==> src/design/game_audio_macros.svh <==
`ifndef GAME_AUDIO_MACROS_SVH
`define GAME_AUDIO_MACROS_SVH

// ******************************
// Note timing
// ******************************

// Clock cycles in one note unit.
`define NOTE_UNIT_CYCLES 8

// Longest melody in the table.
`define MELODY_MAX_NOTES 4

// ******************************
// Tone half-periods in cycles
// ******************************

`define HALF_PERIOD_C 3'd7
`define HALF_PERIOD_D 3'd6
`define HALF_PERIOD_E 3'd5
`define HALF_PERIOD_F 3'd4
`define HALF_PERIOD_G 3'd3
`define HALF_PERIOD_A 3'd2

`endif

==> src/design/game_audio_pkg.sv <==
package game_audio_pkg;

	// ******************************
	// Game event inputs
	// ******************************

	// Pulses unless noted otherwise.
	typedef struct packed {
		logic jewel;
		logic speed_up;
		logic extra_life;
		logic bomb;
		logic time_bonus;
		logic objective;
		logic player_hit;
		logic game_lost;
		logic score_reset;
		logic main_menu;   // Level, high while the menu is shown.
		logic game_on;     // Level, high during a running game.
	} game_events_t;

	// ******************************
	// Tunes and arbiter states
	// ******************************

	typedef enum logic [2:0] {
		mel_none,
		mel_menu,
		mel_menu_exit,
		mel_hit,
		mel_lost,
		mel_power,
		mel_jewel,
		mel_objective
	} melody_t;

	typedef enum logic [1:0] {
		st_idle,
		st_play,
		st_wait_reset,
		st_menu
	} arb_state_t;

	// ******************************
	// Notes and status
	// ******************************

	typedef enum logic [2:0] {
		p_rest,
		p_c,
		p_d,
		p_e,
		p_f,
		p_g,
		p_a
	} pitch_t;

	// Length is in note units, 1 to 7.
	typedef struct packed {
		pitch_t     pitch;
		logic [2:0] units;
	} note_t;

	typedef struct packed {
		logic       playing;
		melody_t    melody;
		logic [2:0] note_index;
	} audio_status_t;

endpackage

==> src/design/game_audio.sv <==
`timescale 1ns/1ns

module game_audio (
	input  logic                          clk,
	input  logic                          resetN,
	input  game_audio_pkg::game_events_t  events,
	output game_audio_pkg::audio_status_t status,
	output logic                          tone
);

	import game_audio_pkg::*;

	logic       start;
	logic       stop;
	logic       done;
	logic       load;
	logic       expired;
	logic [2:0] units;
	melody_t    melody;
	pitch_t     pitch;

	sfx_arbiter u_arbiter (
		.clk    (clk),
		.resetN (resetN),
		.events (events),
		.done   (done),
		.start  (start),
		.stop   (stop),
		.melody (melody)
	);

	melody_sequencer u_sequencer (
		.clk     (clk),
		.resetN  (resetN),
		.start   (start),
		.stop    (stop),
		.melody  (melody),
		.expired (expired),
		.load    (load),
		.units   (units),
		.pitch   (pitch),
		.done    (done),
		.status  (status)
	);

	note_timer u_timer (
		.clk     (clk),
		.resetN  (resetN),
		.load    (load),
		.units   (units),
		.expired (expired)
	);

	tone_generator u_tone (
		.clk    (clk),
		.resetN (resetN),
		.pitch  (pitch),
		.tone   (tone)
	);

endmodule

==> src/design/melody_sequencer.sv <==
`timescale 1ns/1ns

`include "game_audio_macros.svh"

module melody_sequencer (
	input  logic                          clk,
	input  logic                          resetN,
	input  logic                          start,
	input  logic                          stop,
	input  game_audio_pkg::melody_t       melody,
	input  logic                          expired,
	output logic                          load,
	output logic [2:0]                    units,
	output game_audio_pkg::pitch_t        pitch,
	output logic                          done,
	output game_audio_pkg::audio_status_t status
);

	import game_audio_pkg::*;

	localparam int IDX_W = $clog2(`MELODY_MAX_NOTES);

	typedef note_t [`MELODY_MAX_NOTES-1:0] note_row_t;

	// ******************************
	// Melody table
	// ******************************

	function automatic note_row_t melody_row(melody_t m);
		note_row_t row;
		row = '0;
		case (m)
			mel_jewel: begin
				row[0] = '{p_c, 3'd1};
				row[1] = '{p_e, 3'd1};
				row[2] = '{p_g, 3'd1};
				row[3] = '{p_a, 3'd2};
			end
			mel_power: begin
				row[0] = '{p_e, 3'd2};
				row[1] = '{p_g, 3'd2};
			end
			mel_objective: begin
				row[0] = '{p_c, 3'd1};
				row[1] = '{p_d, 3'd1};
				row[2] = '{p_e, 3'd1};
				row[3] = '{p_f, 3'd3};
			end
			mel_hit: begin
				row[0] = '{p_a, 3'd1};
				row[1] = '{p_rest, 3'd1};
				row[2] = '{p_a, 3'd1};
			end
			mel_lost: begin
				row[0] = '{p_g, 3'd2};
				row[1] = '{p_f, 3'd2};
				row[2] = '{p_e, 3'd2};
				row[3] = '{p_c, 3'd4};
			end
			mel_menu: begin
				row[0] = '{p_c, 3'd3};
				row[1] = '{p_e, 3'd3};
				row[2] = '{p_g, 3'd3};
				row[3] = '{p_e, 3'd3};
			end
			mel_menu_exit: row[0] = '{p_g, 3'd1};
			default: row[0] = '{p_rest, 3'd1};
		endcase
		return row;
	endfunction

	function automatic logic [2:0] note_count(melody_t m);
		case (m)
			mel_jewel, mel_objective, mel_lost, mel_menu: return 3'd4;
			mel_hit: return 3'd3;
			mel_power: return 3'd2;
			default: return 3'd1;
		endcase
	endfunction

	// ******************************
	// Note stepping
	// ******************************

	melody_t          mel_q;
	logic             playing;
	logic [2:0]       note_index;
	logic             last_note;
	logic [IDX_W-1:0] cur_slot;
	logic [IDX_W-1:0] next_slot;
	note_row_t        cur_row;
	note_row_t        new_row;

	assign cur_row   = melody_row(mel_q);
	assign new_row   = melody_row(melody);
	assign cur_slot  = note_index[IDX_W-1:0];
	assign next_slot = cur_slot + IDX_W'(1);
	assign last_note = (note_index == note_count(mel_q) - 3'd1);

	// The timer reloads in the same cycle that the old note expires.
	assign load   = start || (playing && expired && !last_note);
	assign units  = start ? new_row[0].units : cur_row[next_slot].units;
	assign done   = playing && expired && last_note;
	assign pitch  = playing ? cur_row[cur_slot].pitch : p_rest;
	assign status = '{playing: playing, melody: mel_q, note_index: note_index};

	always_ff @(posedge clk or negedge resetN) begin
		if (!resetN) begin
			playing    <= 1'b0;
			mel_q      <= mel_none;
			note_index <= 3'd0;
		end else if (start) begin
			playing    <= 1'b1;
			mel_q      <= melody;
			note_index <= 3'd0;
		end else if (stop) begin
			playing    <= 1'b0;
			note_index <= 3'd0;
		end else if (playing && expired) begin
			if (last_note)
				playing <= 1'b0;
			else
				note_index <= note_index + 3'd1;
		end
	end

endmodule

==> src/design/note_timer.sv <==
`timescale 1ns/1ns

`include "game_audio_macros.svh"

module note_timer (
	input  logic       clk,
	input  logic       resetN,
	input  logic       load,
	input  logic [2:0] units,
	output logic       expired
);

	// Wide enough for the longest note of 7 units.
	localparam int CNT_W = $clog2(7 * `NOTE_UNIT_CYCLES);

	logic [CNT_W-1:0] count;
	logic             active;

	// Last cycle of the note.
	assign expired = active && (count == '0);

	always_ff @(posedge clk or negedge resetN) begin
		if (!resetN) begin
			count  <= '0;
			active <= 1'b0;
		end else if (load) begin
			count  <= CNT_W'(units) * CNT_W'(`NOTE_UNIT_CYCLES) - CNT_W'(1);
			active <= 1'b1;
		end else if (active) begin
			if (count == '0)
				active <= 1'b0;
			else
				count <= count - CNT_W'(1);
		end
	end

endmodule

==> src/design/sfx_arbiter.sv <==
`timescale 1ns/1ns

module sfx_arbiter (
	input  logic                         clk,
	input  logic                         resetN,
	input  game_audio_pkg::game_events_t events,
	input  logic                         done,
	output logic                         start,
	output logic                         stop,
	output game_audio_pkg::melody_t      melody
);

	import game_audio_pkg::*;

	arb_state_t state;
	melody_t    pick;
	melody_t    pending;
	logic       launch;
	logic       lost_armed;
	logic       menu_played;

	// ******************************
	// Idle priority
	// ******************************

	always_comb begin
		pick = mel_none;
		if (events.jewel)
			pick = mel_jewel;
		else if (events.speed_up || events.extra_life || events.bomb || events.time_bonus)
			pick = mel_power;
		else if (events.objective && events.game_on)
			pick = mel_objective;
		else if (events.player_hit)
			pick = mel_hit;
		else if (events.game_lost && lost_armed)
			pick = mel_lost;
		else if (events.main_menu && !menu_played)
			pick = mel_menu;
	end

	// ******************************
	// State machine
	// ******************************

	// A decision is held in pending for one cycle; start follows it.
	always_ff @(posedge clk or negedge resetN) begin
		if (!resetN) begin
			state       <= st_idle;
			pending     <= mel_none;
			melody      <= mel_none;
			launch      <= 1'b0;
			start       <= 1'b0;
			stop        <= 1'b0;
			lost_armed  <= 1'b1;
			menu_played <= 1'b0;
		end else begin
			start  <= launch;
			stop   <= 1'b0;
			launch <= 1'b0;
			if (launch)
				melody <= pending;
			// The menu tune plays once per menu visit.
			if (!events.main_menu)
				menu_played <= 1'b0;

			case (state)
				st_idle: begin
					if (pick != mel_none) begin
						launch  <= 1'b1;
						pending <= pick;
						if (pick == mel_menu) begin
							state       <= st_menu;
							menu_played <= 1'b1;
						end else begin
							state <= st_play;
						end
						if (pick == mel_lost)
							lost_armed <= 1'b0;
					end
				end

				// A done from a cut-short tune may still show while launching.
				st_play: begin
					if (done && !launch)
						state <= lost_armed ? st_idle : st_wait_reset;
				end

				st_wait_reset: begin
					if (events.score_reset) begin
						lost_armed <= 1'b1;
						state      <= st_idle;
					end
				end

				st_menu: begin
					if (!launch && (done || !events.main_menu)) begin
						stop    <= !done;
						launch  <= 1'b1;
						pending <= mel_menu_exit;
						state   <= st_play;
					end
				end

				default: state <= st_idle;
			endcase
		end
	end

endmodule

==> src/design/tone_generator.sv <==
`timescale 1ns/1ns

`include "game_audio_macros.svh"

module tone_generator (
	input  logic                   clk,
	input  logic                   resetN,
	input  game_audio_pkg::pitch_t pitch,
	output logic                   tone
);

	import game_audio_pkg::*;

	function automatic logic [2:0] half_period(pitch_t p);
		case (p)
			p_c: return `HALF_PERIOD_C;
			p_d: return `HALF_PERIOD_D;
			p_e: return `HALF_PERIOD_E;
			p_f: return `HALF_PERIOD_F;
			p_g: return `HALF_PERIOD_G;
			p_a: return `HALF_PERIOD_A;
			default: return 3'd7;
		endcase
	endfunction

	pitch_t     last_pitch;
	logic [2:0] half_cnt;
	logic [2:0] half_len;

	assign half_len = half_period(pitch);

	always_ff @(posedge clk or negedge resetN) begin
		if (!resetN) begin
			tone       <= 1'b0;
			half_cnt   <= 3'd0;
			last_pitch <= p_rest;
		end else begin
			last_pitch <= pitch;
			if (pitch == p_rest) begin
				tone     <= 1'b0;
				half_cnt <= 3'd0;
			end else if (pitch != last_pitch) begin
				// The edge that sees the change already counts.
				tone     <= 1'b0;
				half_cnt <= 3'd1;
			end else if (half_cnt == half_len - 3'd1) begin
				tone     <= ~tone;
				half_cnt <= 3'd0;
			end else begin
				half_cnt <= half_cnt + 3'd1;
			end
		end
	end

endmodule

==> config.mk <==
export PLATFORM = sky130hd
export DESIGN_NAME = game_audio
export DESIGN_NICKNAME = d
export VERILOG_FILES = /design/src/design/game_audio_pkg.sv /design/src/design/game_audio.sv /design/src/design/melody_sequencer.sv /design/src/design/note_timer.sv /design/src/design/sfx_arbiter.sv /design/src/design/tone_generator.sv
export VERILOG_INCLUDE_DIRS = /design/src /design/src/design
export SDC_FILE = /design/constraint.sdc
export NUM_CORES = 1
export LEC_CHECK = 0
export ABC_AREA = 1
export BUFFER_PORTS_ARGS = -buffer_cell sky130_fd_sc_hd__clkbuf_2
export CORE_UTILIZATION = 53
export DETAILED_ROUTE_END_ITERATION = 8
export GPL_TIMING_DRIVEN = 0
export PLACE_DENSITY = 0.75
export SETUP_SLACK_MARGIN = 0.3
export SYNTH_ARGS = -nofsm -noshare
export SYNTH_HDL_FRONTEND = slang
export SYNTH_SLANG_ARGS = --single-unit
==> constraint.sdc <==
create_clock -name clk -period 2.1 [get_ports clk]
set_input_delay 0.21 -clock clk [delete_from_list [all_inputs] [get_ports clk]]
set_output_delay 0.21 -clock clk [all_outputs]
set_load 0.005 [all_outputs]
### Word-level counts from Yosys, hierarchy flattened

Index checks and enable logic that the tools add are counted.

| word-level totals | value |
|---|---|
| register bits | 34 |
| input port bits | 13 |
| output and inout port bits | 8 |
| word-level logic and storage cells | 160 |

| operators by class | value |
|---|---|
| add/subtract/negate cells | 7 |
| order comparisons | 2 |
| equality and inequality tests | 34 |
| mux-type cells | 62 |
| bitwise gates (word level) | 1 |
| reduce and logical (&&, ||, !) cells | 38 |

Operators with widths:

| operator | number |
|---|---|
| case mux 6 bit (6 select lines) | 2 |
| two-way mux 3 bit | 17 |
| equality test 3 bit (second input constant) | 12 |
| case mux 6 bit (5 select lines) | 1 |
| binary-select mux 6 bit (select 2 bit) | 2 |
| two-way mux 6 bit | 4 |
| case mux 6 bit (4 select lines) | 1 |
| two-way mux 1 bit | 22 |
| equality test 3 x 2 -> 1 bit (second input constant) | 6 |
| case mux 3 bit (5 select lines) | 1 |
| two-way mux 2 bit | 6 |
| case mux 2 bit (6 select lines) | 1 |
| nonzero test 3 bit | 4 |
| subtractor 6 x 1 -> 6 bit (second input constant) | 2 |
| equality test 3 x 1 -> 1 bit (second input constant) | 3 |
| logical AND 1 bit | 9 |
| case mux 3 bit (3 select lines) | 1 |
| != test 2 x 1 -> 1 bit (second input constant) | 4 |
| case mux 2 bit (4 select lines) | 1 |
| AND reduction 4 bit | 2 |
| adder 3 x 1 -> 3 bit (second input constant) | 2 |
| equality test 3 bit | 2 |
| logical NOT 6 bit | 1 |
| < comparator 2 x 3 -> 1 bit (second input constant) | 2 |
| other kinds (19) | 36 |

### Depth between registers and ports, before layout

| depth | value |
|---|---|
| word-level depth | 13 |
| gate-level depth with buffers | 18 |
| gate-level depth less buffers | 18 |

### By module

Synthesis repeated with hierarchy kept, for this count alone.

| second synthesis, totals | value |
|---|---|
| cells, all modules | 321 |
| area total of the unflattened synthesis | 2412.3 µm² |

Modules (own cells, without submodules):

| module | instances | cells an instance | area an instance (µm²) | sequential area each (µm²) |
|---|---|---|---|---|
| sfx_arbiter | 1 | 98 | 774.5 | 326.6 |
| melody_sequencer | 1 | 105 | 695.7 | 175.2 |
| note_timer | 1 | 58 | 481.7 | 175.2 |
| tone_generator | 1 | 60 | 460.4 | 175.2 |

### Worst setup path before layout

Ideal clock, no wire load.

| timing | value |
|---|---|
| path kind | register to register |
| start | register u_sequencer.mel_q[0] |
| end | register u_tone.tone |
| setup time | 116 ps |
| arrival time | 1938 ps |
| slack | 45 ps |
| stages on the path, launching flop included | 16 |
| period minus slack after synthesis | 2055 ps |
| cell sequence | dfrtp_1 -> clkbuf_8 -> o21ai_0 -> nand2_1 -> o211ai_1 -> nand2_2 -> nand3_1 -> o21ai_0 -> ha_1 -> xor2_1 -> nand2_1 -> nor2_1 -> nand2_1 -> nand2_2 -> nand2_1 -> nand2_1 |

| on the way | value |
|---|---|
| word-level cells in the longest chain between the ends | 11 |
| elaborated cells between the ends (all ways) | 28 |
| those cells by class | add/sub (1); eq/ne (14); mux (10); reduce/logical (3) |

Ends and longest elaborated chain:

| item | line | text |
|---|---|---|
| start: declaration | melody_sequencer.sv:85 | `melody_t mel_q;` |
| start signal: assignment | melody_sequencer.sv:110 | `mel_q <= mel_none;` |
| start signal: assignment | melody_sequencer.sv:114 | `mel_q <= melody;` |
| equality test 3 bit | melody_sequencer.sv:32 | `case (m)` |
| OR reduction 2 bit (no line) | -- |  |
| case mux 6 bit (6 select lines) | melody_sequencer.sv:32 |  |
| binary-select mux 6 bit (select 2 bit) * | melody_sequencer.sv:104 | `assign pitch = playing ? cur_row[cur_slot].pitch : p_rest;` |
| two-way mux 6 bit (implied by the code) * | melody_sequencer.sv:104 |  |
| two-way mux 3 bit * | melody_sequencer.sv:104 |  |
| equality test 3 bit or equality test 3 x 2 -> 1 bit (tied branches) | tone_generator.sv:15 | `case (p)` |
| case mux 3 bit (5 select lines) | tone_generator.sv:15 |  |
| subtractor 3 x 1 -> 3 bit | tone_generator.sv:46 | `end else if (half_cnt == half_len - 3'd1) begin` |
| equality test 3 bit | tone_generator.sv:46 |  |
| nonzero test 3 bit (no line) | -- |  |
| end signal: assignment | tone_generator.sv:47 | `tone <= ~tone;` |
| end: declaration | tone_generator.sv:9 | `output logic tone` |

Mark *: on every way between the ends. The rest lies on a longest branch, timed or not. The select of a mux whose other input is x is not followed.
A chain may end at the register's enable or synchronous reset.

### Worst setup path in the final report

| timing | value |
|---|---|
| start | register u_sequencer.mel_q[1] |
| end | register u_tone.tone |

The elaborated chain is that of the path after synthesis.

==> impl_metrics.yaml <==
sta:
  worst_pin_slew_ns: 0.836
  hold_slack_ns: 0.0207
  drv_slew: 0
  fin_tns_setup_ns: -0.529
  count_of_endpoints_failing_setup_in_the_final_report: 12
  max_clock_freq_mhz: 462
  skew_ns: 0.00596
  rsz0062_at_grt: "yes"
  worst_slew_margin_rel: 0.443
  hold_viol_final: 0
  post-route-period-util: 1.03
  timing.final.ws_setup_ns: -0.0665
  final_critical_path_time_including_i_o_delays_and_setup_ns: 2.17
synth:
  postSynthRegisterBits: 34
  avgSynthCellArea_sq_um: 7.24
  seq_area_frac_synth: 0.386
  postSynthCellCount: 305
  post_synth_cell_types: 29
  synthesis.area_sq_mm: 0.00221
  synth.yosys.warnings: 0
  postSynthNetCount: 329
cells_and_area:
  area_growth_syn_to_layout_pct: 29.3
  net_count_of_the_finished_layout: 376
  leading_cell_type_in_the_layout_fill_and_taps_excluded: "nand2_1"
  mostFrequentLayoutCells: "nand2_1 (79), inv_1 (35), dfrtp_1 (30)"
  fillers: 307
  fraction_of_layout_cells_with_a_size_suffix_above_1: 0.309
  n_antenna_cell: 0
worst_setup_path:
  worstPathMaxFanout: 6
  worstPathArrival_ns: 2.39
  start_kind: "flip-flop"
  cp_data_required_time_ns: 2.32
  worstSetupPathType: "flip-flop to flip-flop"
  cp-end-kind: "flip-flop"
route:
  detailedRoute.firstPassIterationCount: 4
  drt_iter0_markers: 137
  drtAntennaViolNets: 0
  post_drt_wl_per_cell_um: 13.1
  routed_wl_mm: 5.29
  remaining_drc_errors: 0
  drt-vias-per-instance: 5.30
  dr_total_vias: 2135
power:
  areal_power_density_over_the_cells_mw_per_mm2: 1710
  cellLeakagePower_nw: 1.48
  irDropWorstVdd_mv: 0.724
grt:
  grt_antenna_before_repair: 0
  busiest_layer_in_global_routing: "met2"
  met2_usage: 0.451
  groute.usage.overall: 0.266
  globalRouteMet1Util: 0.333
  groute.layer.met3.usage: 0.0548
  first_pass_grt_wire_length_mm: 8.93
  grt_pass1_vias: 2062
  grt_start_max_net_pins: 35
  overflow_left_after_global_routing: 0
cts:
  cts.root.buffer_cell: "clkbuf_8"
  cts_buffers: 5
  cts-root-to-sink-buffers: 2
  clock_insertion_delay_worst_skew_ns: 0.28
  cts_tree: "built"
  postCtsHoldBufs: 0
  clock_sink_count: 34
  clk_pin_slew_ns: 0.07
  htree_num_levels: 2
placement:
  place.port_buffers: 20
  last_weighted_congestion_value_of_the_routability_driven_placer: 0.861
  dp_hpwl_mm: 3.49
  pre_cts_slack_ns: -0.181
outcome:
  violations: "negative setup slack"
  outcome: "complete, but fails checks"
floorplanning:
  core.rowCount: 23
  fp.dieH_um: 66.6
  die-area_sq_mm: 0.00443
  placeable_core_region_sq_mm: 0.00400
  boundaryPins: 21
  floorplan.initialDensity: 0.552
  chipWidth_um: 66.6
job:
  drv_cap: 0
hold_path:
  worstHoldPathType: "input pin to async pin"
[metal layers]
| metal | vias to the layer above | share of wire |
|---|---|---|
| li1 | 1082 | - |
| met1 | 999 | 0.45 |
| met2 | 48 | 0.51 |
| met3 | 6 | 0.028 |
| met4 | 0 | 0.0098 |
| met5 | - | 0 |
[final cells by class]
cell class | instances | area (sq um) | share of cell area
inverters | 46 | 185 | 0.0648
flip-flops and latches | 34 | 856 | 0.299
plain buffers | 3 | 26.3 | 0.00919
well taps | 50 | 62.6 | 0.0219
clock buffers | 6 | 72.6 | 0.0254
clock inverters | 2 | 10.0 | 0.00350
repair buffers | 39 | 250 | 0.0876
multi-input cells | 223 | 1400 | 0.488
[final timing paths]
| check | startpoint | end | slack [ns] | cells after the start |
|---|---|---|---|---|
| max in group asynchronous | resetN | u_sequencer.mel_q[2] | 1.50 | 1 |
| min | resetN | u_tone.last_pitch[2] | 0.02 | 1 |
| max reg2reg | u_sequencer.mel_q[1] | u_tone.tone | -0.07 | 16 |
| min in group clk | events[10] | u_arbiter.pending[0] | 0.23 | 4 |
| max | u_sequencer.mel_q[1] | u_tone.tone | -0.07 | 16 |
| min reg2reg | u_arbiter.pending[2] | u_arbiter.pending[2] | 0.49 | 2 |
[registers in the layout, summed over array words and instances, names as in the netlist]
register                flops
u_arbiter.melody            3
u_arbiter.state             2
u_tone.tone                 1
u_arbiter.stop              1
u_sequencer.playing         1
u_arbiter.pending           3
u_arbiter.start             1
u_sequencer.mel_q           3
u_arbiter.launch            1
u_sequencer.note_index      3
u_timer.count               6
u_arbiter.lost_armed        1
u_tone.last_pitch           3
u_arbiter.menu_played       1
u_timer.active              1
u_tone.half_cnt             3
[report_power, final]
group	switching [mW]	total [mW]	internal, mW	leakage, nW
logic	1.86	3.21	1.35	1.02
registers	0.273	1.21	0.933	0.410
clock network	0.234	0.463	0.230	0.0450
total	2.36	4.88	2.52	1.48
[cells by family after synthesis]
kind of cell	after synthesis	synth area share
buffers and inverters	49	0.0895
adder cells (fa/ha/maj)	11	0.0623
AO/OA/AOI/OAI	37	0.0946
AND/OR/NAND/NOR	162	0.320
XOR/XNOR	12	0.0476
flip-flops	34	0.386
[synth_stat cells (all sizes together)]
| cell | count | area share |
|---|---|---|
| o211ai | 3 | 0.010 |
| o31ai | 2 | 0.0068 |
| nor2 | 24 | 0.043 |
| nand2 | 96 | 0.17 |
| nor3b | 2 | 0.0068 |
| clkinv | 1 | 0.0017 |
| o21ai | 18 | 0.041 |
| o41ai | 1 | 0.0040 |
| o2111ai | 1 | 0.0040 |
| dfstp | 1 | 0.012 |
| xnor2 | 8 | 0.032 |
| a21oi | 11 | 0.025 |
| clkbuf | 2 | 0.0079 |
| inv | 45 | 0.076 |
| buf | 1 | 0.0034 |
| ha | 11 | 0.062 |
| xor2 | 4 | 0.016 |
| nand4 | 8 | 0.023 |
| nor3 | 5 | 0.011 |
| nand3 | 27 | 0.063 |
| dfrtp | 33 | 0.37 |
| o311ai | 1 | 0.0040 |
[timing repair]
action,4_1_cts,5_1_grt
endpoints found under the setup margin,22,22
setup buffers,14,4
resized for setup,35,25
pin swaps,15,8
hold endpoints to repair,0,0
gates cloned,2,0
[stage by stage]
step	instance area (sq um)	power, mW	utilization	std cells
after global routing	2860	5.35	0.714	403
after CTS	2720	4.63	0.680	399
after floorplan	2220	3.02	-	305
after global placement	2380	3.48	0.596	375
final	2860	4.88	0.714	403
after detailed placement	2380	3.58	0.596	375
[worst max-delay path, cell delays in order (launching register included)]
cell and delay (ns):
dfrtp_2 0.50, inv_4 0.12, nand2_4 0.07, nand2_4 0.10, nand2_4 0.05, o211ai_1 0.10, nand2_2 0.14, nand3_2 0.08
o21ai_2 0.07, ha_4 0.27, xor2_1 0.14, nand2_1 0.06, nor2_1 0.11, nand2_2 0.09, nand2_2 0.09, nand2_1 0.05
nand2_1 0.06
(Power assumes the default switching activity.)
